--- config.mk ---
export PLATFORM = sky130hd
export DESIGN_NAME = bus_sequencer
export DESIGN_NICKNAME = d
export VERILOG_FILES = /design/src/verilog/soc_map_pkg.sv /design/src/verilog/bus_pkg.sv /design/src/verilog/bus_sequencer.sv
export SDC_FILE = /design/constraint.sdc
export NUM_CORES = 1
export LEC_CHECK = 0
export BUFFER_PORTS_ARGS = -buffer_cell sky130_fd_sc_hd__clkbuf_2
export CORE_AREA = 2 2 142 144
export CTS_BUF_LIST = sky130_fd_sc_hd__clkbuf_4
export DETAILED_ROUTE_END_ITERATION = 6
export DIE_AREA = 0 0 144 146
export SLEW_MARGIN = 20
export SYNTH_ARGS = -nofsm -noshare
export SYNTH_HDL_FRONTEND = slang
export SYNTH_SLANG_ARGS = --single-unit
--- constraint.sdc ---
create_clock -name CLOCK_50 -period 4.7 [get_ports CLOCK_50]
set_input_delay 0.705 -clock CLOCK_50 [delete_from_list [all_inputs] [get_ports CLOCK_50]]
set_output_delay 0.705 -clock CLOCK_50 [all_outputs]
set_load 0.005 [all_outputs]
--- src/verilog/soc_map_pkg.sv ---
// address map of the peripheral side
package soc_map_pkg;

    // on-chip scratch RAM window
    localparam logic [63:0] ram_base = 64'h0000_0000_8000_0000;
    // bytes, one word per 4 bytes
    localparam logic [63:0] ram_bytes = 64'h0000_0000_0000_1000;

    // machine timer, two fixed addresses
    localparam logic [63:0] mtime_addr = 64'h0000_0000_0200_BFF8;
    localparam logic [63:0] mtimecmp_addr = 64'h0000_0000_0200_4000;
    // compare value out of reset
    localparam logic [63:0] mtimecmp_reset = 64'h0000_0000_8000_0000;

    // PLIC window
    // priority of source id sits at base + 4 * id
    localparam logic [63:0] plic_base = 64'h0000_0000_0C00_0000;

    // offsets from plic_base
    // global pending bitmap
    localparam logic [63:0] plic_pending_off = 64'h0000_1000;
    // enable word of context 0
    localparam logic [63:0] plic_enable_off = 64'h0000_2000;
    // threshold of context 0
    localparam logic [63:0] plic_threshold_off = 64'h0020_0000;
    // claim of context 0
    localparam logic [63:0] plic_claim_off = 64'h0020_0004;

    // per context spacing
    // threshold and claim
    localparam logic [63:0] plic_ctx_stride = 64'h0000_1000;
    // enable words
    localparam logic [63:0] plic_enable_stride = 64'h0000_0080;

    // number of interrupt sources, id 0 unused
    localparam int plic_sources = 6;

endpackage

--- src/verilog/bus_pkg.sv ---
// CPU-style bus seen by the peripherals
package bus_pkg;

    typedef logic [31:0] word_t;
    typedef logic [63:0] dword_t;

    // load/store width codes as issued by the core
    // bit 2 set means zero extension on loads
    typedef enum logic [2:0] {
        ls_b  = 3'b000,
        ls_h  = 3'b001,
        ls_w  = 3'b010,
        ls_d  = 3'b011,
        ls_bu = 3'b100,
        ls_hu = 3'b101,
        ls_wu = 3'b110
    } ls_type_t;

    // master side of the bus
    // addr and wdata held stable until done rises
    // read_en and write_en are one-cycle pulses
    typedef struct packed {
        dword_t   addr;
        dword_t   wdata;
        ls_type_t ls_type;
        logic     read_en;
        logic     write_en;
    } bus_req_t;

    // slave side of the bus
    // done levels sit high while idle
    typedef struct packed {
        dword_t rdata;
        logic   read_done;
        logic   write_done;
    } bus_rsp_t;

    // target chosen by the address decoder
    typedef enum logic [1:0] {
        tgt_none  = 2'd0,
        tgt_ram   = 2'd1,
        tgt_timer = 2'd2,
        tgt_plic  = 2'd3
    } target_t;

endpackage

--- src/verilog/bus_sequencer.sv ---
`timescale 1ns/1ps

module bus_sequencer #(
    parameter int ram_words = 1024
) (
    input  logic              CLOCK_50,
    input  logic              KEY0,
    input  bus_pkg::bus_req_t bus_req,
    output bus_pkg::bus_rsp_t bus_rsp,
    output bus_pkg::target_t  tgt_sel,
    output logic              rd_stb,
    output logic              wr_stb,
    output logic              step,
    input  logic              ram_ack,
    input  bus_pkg::dword_t   ram_rdata,
    input  bus_pkg::dword_t   tmr_rdata,
    input  bus_pkg::word_t    plic_rdata
);

    // end of the RAM window, follows the configured depth
    localparam bus_pkg::dword_t ram_top =
        soc_map_pkg::ram_base + bus_pkg::dword_t'(ram_words) * 4;
    // PLIC window ends after the context 1 threshold/claim page
    localparam bus_pkg::dword_t plic_top = soc_map_pkg::plic_base
        + soc_map_pkg::plic_threshold_off + 2 * soc_map_pkg::plic_ctx_stride;

    logic            rd_pend;
    logic            wr_pend;
    logic            hold_q;
    logic            stb_q;
    logic            step_q;
    logic            busy;
    logic            start;
    logic            fin;
    logic            second;
    logic            is_dword;
    bus_pkg::dword_t sel_rdata;
    bus_pkg::dword_t rdata_q;

    // address decode, addr is held stable for the whole access
    always_comb begin
        if (bus_req.addr >= soc_map_pkg::ram_base && bus_req.addr < ram_top) begin
            tgt_sel = bus_pkg::tgt_ram;
        end else if (bus_req.addr == soc_map_pkg::mtime_addr ||
                     bus_req.addr == soc_map_pkg::mtimecmp_addr) begin
            tgt_sel = bus_pkg::tgt_timer;
        end else if (bus_req.addr >= soc_map_pkg::plic_base && bus_req.addr < plic_top) begin
            tgt_sel = bus_pkg::tgt_plic;
        end else begin
            tgt_sel = bus_pkg::tgt_none;
        end
    end

    assign busy     = rd_pend | wr_pend;
    assign start    = (bus_req.read_en | bus_req.write_en) & ~busy;
    assign is_dword = (bus_req.ls_type == bus_pkg::ls_d);
    // doubleword RAM access needs a step 1 strobe right after step 0
    assign second   = (tgt_sel == bus_pkg::tgt_ram) & is_dword & ~step_q;
    // RAM finishes on its late ack, others ack in the strobe cycle
    assign fin = busy & ((tgt_sel == bus_pkg::tgt_ram) ? (ram_ack & ~stb_q) : stb_q);

    assign rd_stb = stb_q & rd_pend;
    assign wr_stb = stb_q & wr_pend;
    assign step   = step_q;

    always_ff @(posedge CLOCK_50 or negedge KEY0) begin
        if (!KEY0) begin
            rd_pend <= 1'b0;
            wr_pend <= 1'b0;
            hold_q  <= 1'b0;
            stb_q   <= 1'b0;
            step_q  <= 1'b0;
        end else begin
            if (start) begin
                // read wins if both enables arrive together
                rd_pend <= bus_req.read_en;
                wr_pend <= bus_req.write_en & ~bus_req.read_en;
                step_q  <= 1'b0;
                // RAM strobes at once, timer/PLIC/unmapped one cycle later
                stb_q   <= (tgt_sel == bus_pkg::tgt_ram);
                hold_q  <= (tgt_sel != bus_pkg::tgt_ram);
            end else if (hold_q) begin
                hold_q <= 1'b0;
                stb_q  <= 1'b1;
            end else if (stb_q) begin
                stb_q <= second;
                if (second) begin
                    step_q <= 1'b1;
                end
            end
            if (fin) begin
                rd_pend <= 1'b0;
                wr_pend <= 1'b0;
                step_q  <= 1'b0;
            end
        end
    end

    // read data of the selected target, unmapped gives zero
    always_comb begin
        case (tgt_sel)
            bus_pkg::tgt_ram:   sel_rdata = ram_rdata;
            bus_pkg::tgt_timer: sel_rdata = tmr_rdata;
            bus_pkg::tgt_plic:  sel_rdata = {32'b0, plic_rdata};
            default:            sel_rdata = '0;
        endcase
    end

    // held until the next read completes
    always_ff @(posedge CLOCK_50) begin
        if (fin && rd_pend) begin
            rdata_q <= sel_rdata;
        end
    end

    assign bus_rsp = '{rdata: rdata_q, read_done: ~rd_pend, write_done: ~wr_pend};

endmodule

After elaboration in Yosys (flattened, before gate mapping):

Cells that the tools add are included.

* equality and inequality tests: 8
* muxes and demuxes: 18
* reduce and logical (&&, ||, !) cells: 8
* bitwise operators: 16
* order comparisons: 4

Operators by type and width (number)
* $pmux 64 s3: 1
* $eq 64x26->1 const B: 2
* $ge 64x28->1 const B: 1
* $ge 64x32->1 const B: 1
* $lt 64x28->1 const B: 1
* $lt 64x32->1 const B: 1
* $mux 1: 14
* $and 1x1->1: 8
* $mux 2: 3
* $not 1->1: 6
* $reduce_bool 3->1: 2
* $eq 2x2->1 const B: 2
* $eq 3x2->1 const B: 1
* $logic_and 1x1->1: 3
* $ne 3x1->1 const B: 1
* $reduce_and 3->1: 1
* $eq 2x1->1 const B: 1
* $ne 2x1->1 const B: 1
* $or 1x1->1: 2
* $reduce_bool 2->1: 1
* $logic_or 1x1->1: 1

* logic and storage cells: 60
* input port bits: 296
* flip-flop bits (word level): 69
* output and inout bits: 71

Longest topological paths before layout:

Gate-level depths: netlist of the first run.

* depth in word-level cells: 13
* gate-level depth with buffers: 7
* gate-level depth less buffers: 5

Least setup slack after synthesis of the first run:

Ideal clock, no wire load.

* kind: input -> register
* start: input bus_req[132] (netlist name)
* end: register rdata_q[0], enable pin
* arrival: 4662 ps
* setup slack: -448 ps
* setup time: 486 ps
* buffers on the path: 0
* cell stages on the path: 5
* path through: nor4_1 nand4_1 or4_1 o21a_1 nor2_1

* word-level cells in the longest chain between the ends: 9
* elaborated cells on any way between the ends: 16

RTL lines
* start: declaration: RTL line bus_sequencer.sv:8 `input bus_pkg::bus_req_t bus_req,`
* $ge 64x28->1 / $lt 64x28->1 (equally long branches): RTL line bus_sequencer.sv:47 `end else if (bus_req.addr >= soc_map_pkg::plic_base && bus_req.addr < plic_top) begin`
* $logic_and 1x1->1: RTL line bus_sequencer.sv:47
* $mux 2: RTL line bus_sequencer.sv:47
* $mux 2: RTL line bus_sequencer.sv:44 `end else if (bus_req.addr == soc_map_pkg::mtime_addr ||`
* $mux 2 (*): RTL line bus_sequencer.sv:42 `if (bus_req.addr >= soc_map_pkg::ram_base && bus_req.addr < ram_top) begin`
* $eq 2x1->1 (*): RTL line bus_sequencer.sv:60 `assign fin = busy & ((tgt_sel == bus_pkg::tgt_ram) ? (ram_ack & ~stb_q) : stb_q);`
* $mux 1 (*): RTL line bus_sequencer.sv:60
* $and 1x1->1 (*): RTL line bus_sequencer.sv:60
* $logic_and 1x1->1 (*): RTL line bus_sequencer.sv:111 `if (fin && rd_pend) begin`
* end signal: assignment: RTL line bus_sequencer.sv:112 `rdata_q <= sel_rdata;`
* end: declaration: RTL line bus_sequencer.sv:38 `bus_pkg::dword_t rdata_q;`

Every way passes the cells marked *; elsewhere a longest branch is shown, timed or not.
A chain may end at the register's enable or synchronous reset.

Final worst setup path of the first run:

* start: input bus_req[71] (netlist name)
* end: output tgt_sel[1]

* word-level cells in the longest chain between the ends: 5
* elaborated cells on any way between the ends: 12

RTL lines
* $ge 64x28->1 / $lt 64x28->1 (equally long branches): RTL line bus_sequencer.sv:47
* $logic_and 1x1->1: RTL line bus_sequencer.sv:47
* $mux 2: RTL line bus_sequencer.sv:47
* $mux 2: RTL line bus_sequencer.sv:44
* $mux 2 (*): RTL line bus_sequencer.sv:42
* end: declaration: RTL line bus_sequencer.sv:10 `output bus_pkg::target_t tgt_sel,`

Marks and branches as above.

==> impl_metrics.tcl, run 1 <==
set metrics [dict create \
    synthArstFlopShare_pct 7.25 \
    yosysTopAreaCell "edfxtp_1" \
    syn_to_final_growth_pct 58.7 \
    ys_seq_area_share_pct 60.4 \
    drive_gt1_share_pct 56.0 \
    synth_edf_count 64 \
    ctsResizeCount 0 \
    yosysUniqueCellTypes 34 \
    hpwlAfterDp_um 9880 \
    grtUsageTotal_pct 11.4 \
    seqCellArea_um2 2050 \
    synth_xor_area_share_pct 0 \
    drt-vias-per-instance 4.09 \
    synthesis.nets 577 \
    ir_worst_vdd_mv 0.175 \
    drtAntennaViolNets 0 \
    synth_mux_area_share_pct 0 \
    htreeDepth 3 \
    dr_total_vias 3491 \
    port_buffers 302 \
    fin_ws_ns 1.24 \
    grt_max_degree 65 \
    io_pins 367 \
    cts_buffer_depth 2 \
    fmax_ghz 0.289 \
    start_kind "input pin" \
    cts_tree "yes" \
    slowest_stage "or4_4" \
    syn_inst 281 \
    first_iter_violations 164 \
    wl_per_cell_um 14.5 \
    cp.required_ns 3.99 \
    rsz0062_at_grt "false" \
    place_ws_ns 1.19 \
    postCtsSetupBuffers 0 \
    syn_area_um2 3390 \
    crit_path_max_fanout 33 \
    hp-class "input pin to asynchronous set/reset pin" \
    hold_violations 0 \
    max_slew_margin_pct 53.5 \
    critPathMaxStageDelay_ns 0.64 \
    place.gp.congestion 0.818 \
    synth_top_area_share_pct 56.7 \
    worstSetupEndpointType "output pin" \
    antenna_found_initial 1 \
    initial_core_util_pct 17.5 \
    drc_errors 0 \
    grt_first_pass_wirelength_um 18200 \
    ys_ff_latch 69 \
    slew_violations 0 \
    final_nets 879 \
    setup_violations 0 \
    post-synth-top-count-cell "edfxtp_1" \
    hold_buffers 0 \
    synth_top_family_by_area "compound AO/OA/AOI/OAI gates" \
    synth.yosys.warnings 0 \
    arrival_ns 2.75 \
    numCtsBuffers 9 \
    die_area_um2 21000 \
    skew_ns 0.0167 \
    fillers 2089 \
    drt_pass1_iterations 5 \
    synth_fa_ha_area_share_pct 0 \
    synth_ff_type "edfxtp_1" \
    coreArea_um2 19300 \
    cts_root_buffer "clkbuf_4" \
    fin_area_um2 5380 \
    synth.avg_cell_area_um2 12.1 \
    die_y_um 146 \
    fin_crit_ns 3.46 \
    die_w_um 144 \
    power_density_nw_per_um2 327 \
    final.period_utilization_pct 73.6 \
    tns_ns 0 \
    synthTopCellsByArea "edfxtp_1 57%, a22o_1 8.8%, a22oi_1 7.1%" \
    worst_slew_pin_slew_ns 0.691 \
    status "finished, final reports clean" \
    synth_compound_area_share_pct 23.1 \
    drt_wl_total_um 12400 \
    synthSimpleGateAreaFrac_pct 9.94 \
    clk_latency_ns 0.42 \
    grt_pass1_vias 3473 \
    row_count 51 \
    multi_input_area_um2 1140 \
    worstPathCellList "clkbuf_2 -> nand4b_1 -> or4_1 -> a211o_1 -> or4_4 -> nand2b_1 -> clkbuf_2" \
    placed_cell_area_um2 5210 \
    critical_path_class "input pin to output pin" \
    leakagePower_uw 0.00246 \
    crit_path_frequent_cell "clkbuf_2" \
    synth_commonest_cells "64 x edfxtp_1, 36 x inv_1, 34 x a22o_1" \
    clkTransAtPathRegs_ns 0.11 \
    cts_sinks 69 \
    max_cap_violations 0 \
    overflow 0 \
]
-- final cells by class --
type,instances,share of cell area [%]
sequential,69,38.1
timing repair buffer,307,29.0
multi-input combinational,160,21.1
tap,265,6.17
inverter,36,2.51
clock inverter,6,1.63
clock buffer,10,1.40
antenna,1,0.0465
-- logic make-up after synthesis --
family | after synthesis
and+or+nand+nor | 53
DFF | 69
buffers and inverters | 52
AOI/OAI and AO/OA | 107
-- worst max-delay path, delay by kind of cell --
| kind | cells | cell delay [ns] |
|---|---|---|
| buffers and inverters | 2 | 0.22 |
| AOI/OAI and AO/OA | 1 | 0.32 |
| and+or+nand+nor | 4 | 1.50 |
-- registers in the layout, summed over array words and instances, names as in the netlist --
register,cells
stb_q,1
step,1
rd_pend,1
wr_pend,1
rdata_q,64
hold_q,1
-- cells in the final DEF, fill, tap and decap left out, types with 2 or more instances in the layout --
| cell type | n |
|---|---|
| clkbuf_2 | 302 |
| edfxtp_1 | 64 |
| inv_1 | 36 |
| a22o_1 | 34 |
| a22oi_1 | 32 |
| o21ai_1 | 30 |
| nor4_1 | 13 |
| clkbuf_4 | 10 |
| nor2_1 | 8 |
| nand4_1 | 7 |
| o21ai_0 | 5 |
| dfrtp_1 | 5 |
| buf_4 | 4 |
| nand3_1 | 3 |
| nor3_1 | 3 |
| nand2_1 | 3 |
| nand4b_1 | 3 |
| nor2b_1 | 2 |
| nor4_4 | 2 |
| or4_1 | 2 |
| clkinv_4 | 2 |
| clkinv_2 | 2 |
| bufinv_16 | 2 |
-- power breakdown --
part	total [uW]	internal (uW)	switching, uW
combinational	422	195	227
sequential	892	846	45.5
clock	446	222	224
total	1760	1260	497
-- routing by layer --
layer	vias to the layer above	routed length, um	global-route usage [%]
met2	161	6750	22.0
li1	1716	-	-
met3	10	819	2.63
met5	-	0	0
met1	1604	4610	11.9
met4	0	195	4.12
-- path summary, 6_finish.rpt --
kind,start,to,slack (ns),cells past startpoint
min in group CLOCK_50,hold_q,stb_q,0.53,1
min,KEY0,hold_q,0.08,1
min reg2reg,hold_q,stb_q,0.53,1
max reg2reg,stb_q,rdata_q[18],2.58,6
max,bus_req[71],tgt_sel[1],1.24,7
max in group asynchronous,KEY0,wr_pend,4.47,1
-- stage by stage --
step / hold WS (ns) / utilization, % / total power [uW] / instances
floorplan: 0.409 / - / 1040 / 281
global placement: 0.496 / 27.0 / 1330 / 837
detailed placement: 0.504 / 27.0 / 1340 / 837
CTS: 0.0143 / 27.8 / 1810 / 853
global route: 0.0298 / 27.8 / 1870 / 854
finish: 0.0843 / 27.8 / 1760 / 854
No activity file was read; power rests on OpenSTA's default activity.
==> inputs of run 2 (changes only) <==
clock period = 2.8 ns   (was 4.7 ns; I/O delays follow)
==> impl_metrics.tcl, run 2 (synthesis results as in run 1) <==
set metrics [dict create \
    first_iter_violations 136 \
    io_pins 367 \
    dr_total_vias 3515 \
    coreArea_um2 19300 \
    final_util_pct 28.7 \
    drc_errors 0 \
    fmax_ghz 0.375 \
    clk_latency_ns 0.43 \
    cp_top_family "simple AND/OR/NAND/NOR gates" \
    grt_pass1_vias 3603 \
    max_slew_margin_pct 73.9 \
    top_register "rdata_q" \
    place_ws_ns 0.0752 \
    die_area_um2 21000 \
    worst_slew_pin_slew_ns 0.388 \
    start_kind "input pin" \
    worstSetupEndpointType "output pin" \
    critPathMaxStageDelay_ns 0.55 \
    slew_violations 0 \
    hold_violations 0 \
    syn_to_final_growth_pct 63.9 \
    drt_pass1_iterations 4 \
    cp.buffers_inverters 2 \
    cts_sinks 69 \
    rsz0062_at_grt "false" \
    die_w_um 144 \
    initial_core_util_pct 17.5 \
    numCtsBuffers 9 \
    leakagePower_uw 0.00251 \
    crit_path_frequent_cell "clkbuf_2" \
    final_common_cell "clkbuf_2" \
    hpwlAfterDp_um 10100 \
    drive_gt1_share_pct 57.3 \
    cts_root_buffer "clkbuf_4" \
    final_nets 890 \
    fillers 2031 \
    cp.required_ns 2.38 \
    cts_tree "yes" \
    drt-vias-per-instance 4.06 \
    worstPathCellList "clkbuf_2 -> nand4b_1 -> or4_1 -> a211o_1 -> or4_4 -> nand2b_1 -> clkbuf_2" \
    hp-class "input pin to flop" \
    antenna_found_initial 1 \
    max_cap_violations 0 \
    final.period_utilization_pct 95.2 \
    fin_crit_ns 2.67 \
    clkTransAtPathRegs_ns 0.11 \
    grt_max_degree 36 \
    largest_register_ffs 64 \
    crit_path_max_fanout 2 \
    wl_per_cell_um 14.2 \
    port_buffers 302 \
    overflow 0 \
    mostFrequentLayoutCells "302 x clkbuf_2, 64 x edfxtp_1, 36 x inv_1, 34 x a22o_1, 32 x a22oi_1" \
    slowest_stage "or4_1" \
    setup_violations 0 \
    die_y_um 146 \
    ir_worst_vdd_mv 0.282 \
    drt_wl_total_um 12300 \
    cts_buffer_depth 2 \
    power_density_nw_per_um2 521 \
    skew_ns 0.0218 \
    row_count 51 \
    critical_path_class "input pin to output pin" \
    tns_ns 0 \
    drtAntennaViolNets 0 \
    fin_ws_ns 0.134 \
    grtUsageTotal_pct 11.3 \
    htreeDepth 3 \
    status "finished, final reports clean" \
    arrival_ns 2.25 \
    grt_first_pass_wirelength_um 18100 \
    place.gp.congestion 0.770 \
]
[run 2: changes by cell type in the layout (fill, tap and decap cells not counted), moves of 2 or more]
| cell | previous run | this run |
|---|---|---|
| buf_4 | 4 | 9 |
| clkinv_4 | 2 | 0 |
| nor4_4 | 2 | 5 |
| clkinvlp_4 | 0 | 3 |
| buf_12 | 1 | 6 |
| nor4_1 | 13 | 8 |
| nor4_2 | 0 | 2 |
[run 2: routing by layer]
layer | vias to the layer above | part of all wire [%] | GRT usage [%]
met4 | 0 | 1.8 | 4.36
met3 | 15 | 6.6 | 2.90
met2 | 167 | 54 | 21.4
met5 | - | 0 | 0
li1 | 1740 | - | -
met1 | 1593 | 38 | 11.8
[run 2: per-stage QoR]
| stage | cell area [um2] | hold slack [ns] | instances | total power (uW) |
|---|---|---|---|---|
| floorplan | 3450 | 0.124 | 281 | 1740 |
| global placement | 5410 | 0.247 | 847 | 2280 |
| detailed placement | 5410 | 0.250 | 847 | 2290 |
| CTS | 5550 | 0.194 | 864 | 2970 |
| global route | 5550 | 0.209 | 865 | 3090 |
| finish | 5550 | 0.259 | 865 | 2890 |
[run 2: worst paths after layout]
check                                 start    endpoint  slack (ns)  cells past startpoint
worst min-delay path             bus_req[1]     rd_pend        0.26                      2
max in group asynchronous              KEY0     rd_pend        2.32                      2
min in group asynchronous              KEY0      hold_q        0.34                      2
worst min register to register       hold_q       stb_q        0.53                      1
worst max register to register        stb_q  rdata_q[5]        0.68                      6
worst max-delay path            bus_req[71]  tgt_sel[1]        0.13                      7
[run 2: what timing repair did]
item                                    4_1_cts  5_1_grt
gates resized for setup                       0        0
hold buffers                                  1        0
endpoints found under the setup margin        0        0
hold endpoints to repair                      5        0
setup buffers                                 0        0
[run 2: worst reg2reg max path, cell delays in order (launching register included)]
cell and delay [ns]:
dfrtp_1 0.44, nor2b_1 0.15, nand4_1 0.09, or4_1 0.52
o21a_1 0.17, nor2_4 0.18, buf_12 0.23
[run 2: where the power goes]
| group | internal (uW) | switching [uW] |
|---|---|---|
| combinational | 350 | 389 |
| sequential | 1420 | 83.8 |
| clock | 266 | 385 |
[run 2: final cells by class]
| type | instances | area (um2) | area share, % |
|---|---|---|---|
| Sequential cell | 69 | 2050 | 36.9 |
| Clock inverter | 7 | 66.3 | 1.19 |
| Timing Repair Buffer | 318 | 1710 | 30.8 |
| Inverter | 36 | 135 | 2.43 |
| Clock buffer | 9 | 67.6 | 1.22 |
| Multi-Input combinational cell | 160 | 1190 | 21.5 |
| Antenna cell | 1 | 2.50 | 0.0451 |
| Tap cell | 265 | 332 | 5.97 |
==> inputs of run 3 (changes only) <==
ABC_AREA = 1   (was default)
BUFFER_PORTS_ARGS = default   (was -buffer_cell sky130_fd_sc_hd__clkbuf_2)
CORE_AREA = 2 2 144 146   (was 2 2 142 144)
DIE_AREA = 0 0 146 148   (was 0 0 144 146)
DONT_BUFFER_PORTS = 1   (was default)
PLACE_DENSITY = 0.41   (was default)
==> impl_metrics.tcl, run 3 <==
set metrics [dict create \
    slew_violations 0 \
    power_density_nw_per_um2 572 \
    drt_pass1_iterations 4 \
    drt-vias-per-instance 4.47 \
    die_w_um 146 \
    fmax_ghz 0.487 \
    synth.yosys.warnings 0 \
    ys_ff_latch 69 \
    place.gp.congestion 0.830 \
    start_kind "input pin" \
    wl_per_cell_um 17.0 \
    fin_crit_ns 2.06 \
    synthArstFlopShare_pct 7.25 \
    grt-busiest-layer "met2" \
    synth_commonest_cells "105 x nand2_1, 69 x nand3_1, 64 x edfxtp_1" \
    fin_area_um2 4280 \
    grt_first_pass_wirelength_um 17900 \
    io_pins 367 \
    leakagePower_uw 0.00157 \
    syn_to_final_growth_pct 11.4 \
    clk_latency_ns 0.42 \
    drtAntennaViolNets 0 \
    clkTransAtPathRegs_ns 0.13 \
    skew_ns 0.0193 \
    cts_sinks 69 \
    syn_area_um2 3840 \
    cts_buffer_depth 2 \
    hpwlAfterDp_um 9910 \
    grt.met2_usage_pct 20.4 \
    placed_cell_area_um2 4150 \
    synth.avg_cell_area_um2 8.53 \
    syn_inst 450 \
    drt_wl_total_um 12300 \
    overflow 0 \
    post-synth-top-count-cell "nand2_1" \
    worstSetupEndpointType "output pin" \
    hp-class "input pin to flop" \
    final_common_cell "nand2_1" \
    use_met3_pct 5.00 \
    cp.required_ns 2.38 \
    setup_violations 0 \
    antenna_found_initial 1 \
    synth_ff_type "edfxtp_1" \
    port_buffers 0 \
    arrival_ns 1.64 \
    status "finished, final reports clean" \
    synth_edf_count 64 \
    grt_max_degree 50 \
    first_iter_violations 96 \
    yosysUniqueCellTypes 25 \
    ir_worst_vdd_mv 0.259 \
    hold_violations 0 \
    yosysTopAreaCell "edfxtp_1" \
    fillers 2242 \
    tns_ns 0 \
    die_y_um 148 \
    synthTopCellsByArea "edfxtp_1 50%, nand2_1 10%, nand3_1 9.0%" \
    grt_pass1_vias 3253 \
    cts_tree "yes" \
    mostFrequentLayoutCells "105 x nand2_1, 69 x nand3_1, 64 x edfxtp_1, 48 x inv_1, 46 x nor2_1" \
    critical_path_class "input pin to output pin" \
    max_slew_margin_pct 66.2 \
    largest_register_ffs 64 \
    coreArea_um2 20000 \
    die_area_um2 21600 \
    htreeDepth 3 \
    initial_core_util_pct 19.1 \
    synth_top_area_share_pct 50.1 \
    dr_total_vias 3235 \
    final.period_utilization_pct 73.4 \
    final_nets 744 \
    ys_seq_area_share_pct 53.3 \
    numCtsBuffers 9 \
    drc_errors 0 \
    row_count 52 \
    cts_root_buffer "clkbuf_4" \
    rsz0062_at_grt "false" \
    top_register "rdata_q" \
    worst_slew_pin_slew_ns 0.505 \
    ctsResizeCount 0 \
    max_cap_violations 0 \
    drive_gt1_share_pct 9.93 \
    synthesis.nets 746 \
    crit_path_max_fanout 12 \
    grtUsageTotal_pct 11.0 \
    use_met1_pct 10.8 \
]
==> run 3: per-layer routing <==
layer / wire length, um / share of wire [%] / vias up
met5: 0 / 0 / -
met4: 153 / 1.2 / 0
met3: 1350 / 11 / 8
met2: 6280 / 51 / 213
met1: 4520 / 37 / 1476
li1: - / - / 1538
==> run 3: final cells by class <==
type / count / area, um2 / area share, %
clock inverters: 6 / 40.0 / 0.936
clock buffers: 10 / 75.1 / 1.76
inverters: 49 / 185 / 4.33
multi-input cells: 307 / 1480 / 34.7
diodes: 1 / 2.50 / 0.0585
well taps: 270 / 338 / 7.90
repair buffers: 12 / 105 / 2.46
flip-flops and latches: 69 / 2050 / 47.9
==> run 3: critical path, stage by stage <==
cell and delay, ns:
nor2_1 0.18, nand4_1 0.26, nor2_4 0.39, nand3_2 0.14
nand2_1 0.12, buf_4 0.13
==> run 3: worst paths after layout <==
check / from / end / slack, ns / depth (start not counted)
min in group asynchronous: KEY0 / rd_pend / 0.27 / 1
setup / recovery: bus_req[91] / tgt_sel[1] / 0.74 / 6
hold / removal: bus_req[0] / wr_pend / 0.13 / 2
max in group asynchronous: KEY0 / stb_q / 2.34 / 1
hold reg to reg: wr_pend / wr_pend / 0.54 / 2
setup reg to reg: stb_q / rdata_q[12] / 1.11 / 6
==> run 3: stage by stage <==
| stage | hold slack, ns | setup slack (ns) | std cells | util [%] | total power (uW) |
|---|---|---|---|---|---|
| 2_1_floorplan | 0.124 | 0.231 | 450 | - | 1770 |
| 6_report | 0.132 | 0.745 | 724 | 21.3 | 2440 |
| 3_5_place_dp | 0.125 | 0.480 | 706 | 20.7 | 1940 |
| 4_1_cts | 0.0613 | 0.685 | 723 | 21.3 | 2530 |
| 3_3_place_gp | 0.125 | 0.502 | 706 | 20.7 | 1930 |
| 5_1_grt | 0.0857 | 0.577 | 724 | 21.3 | 2610 |
==> run 3: logic make-up (layout without fill, tap and decap cells) <==
| family | after synthesis | count (layout) | share of synthesized area, % |
|---|---|---|---|
| AO/OA/AOI/OAI | 35 | 35 | 5.64 |
| flip-flops | 69 | 69 | 53.3 |
| other | 0 | 1 | 0 |
| buffers and inverters | 74 | 77 | 8.51 |
| AND/OR/NAND/NOR | 272 | 272 | 32.5 |
==> run 3: timing repair <==
item / in CTS / in global routing
endpoints found under the setup margin: 0 / 0
hold endpoints to repair: 5 / 0
hold buffers: 1 / 0
buffers inserted: 0 / 0
==> run 3: power by group <==
part / switching [uW] / internal, uW
clock network: 361 / 189
logic: 241 / 78.4
registers: 143 / 1430
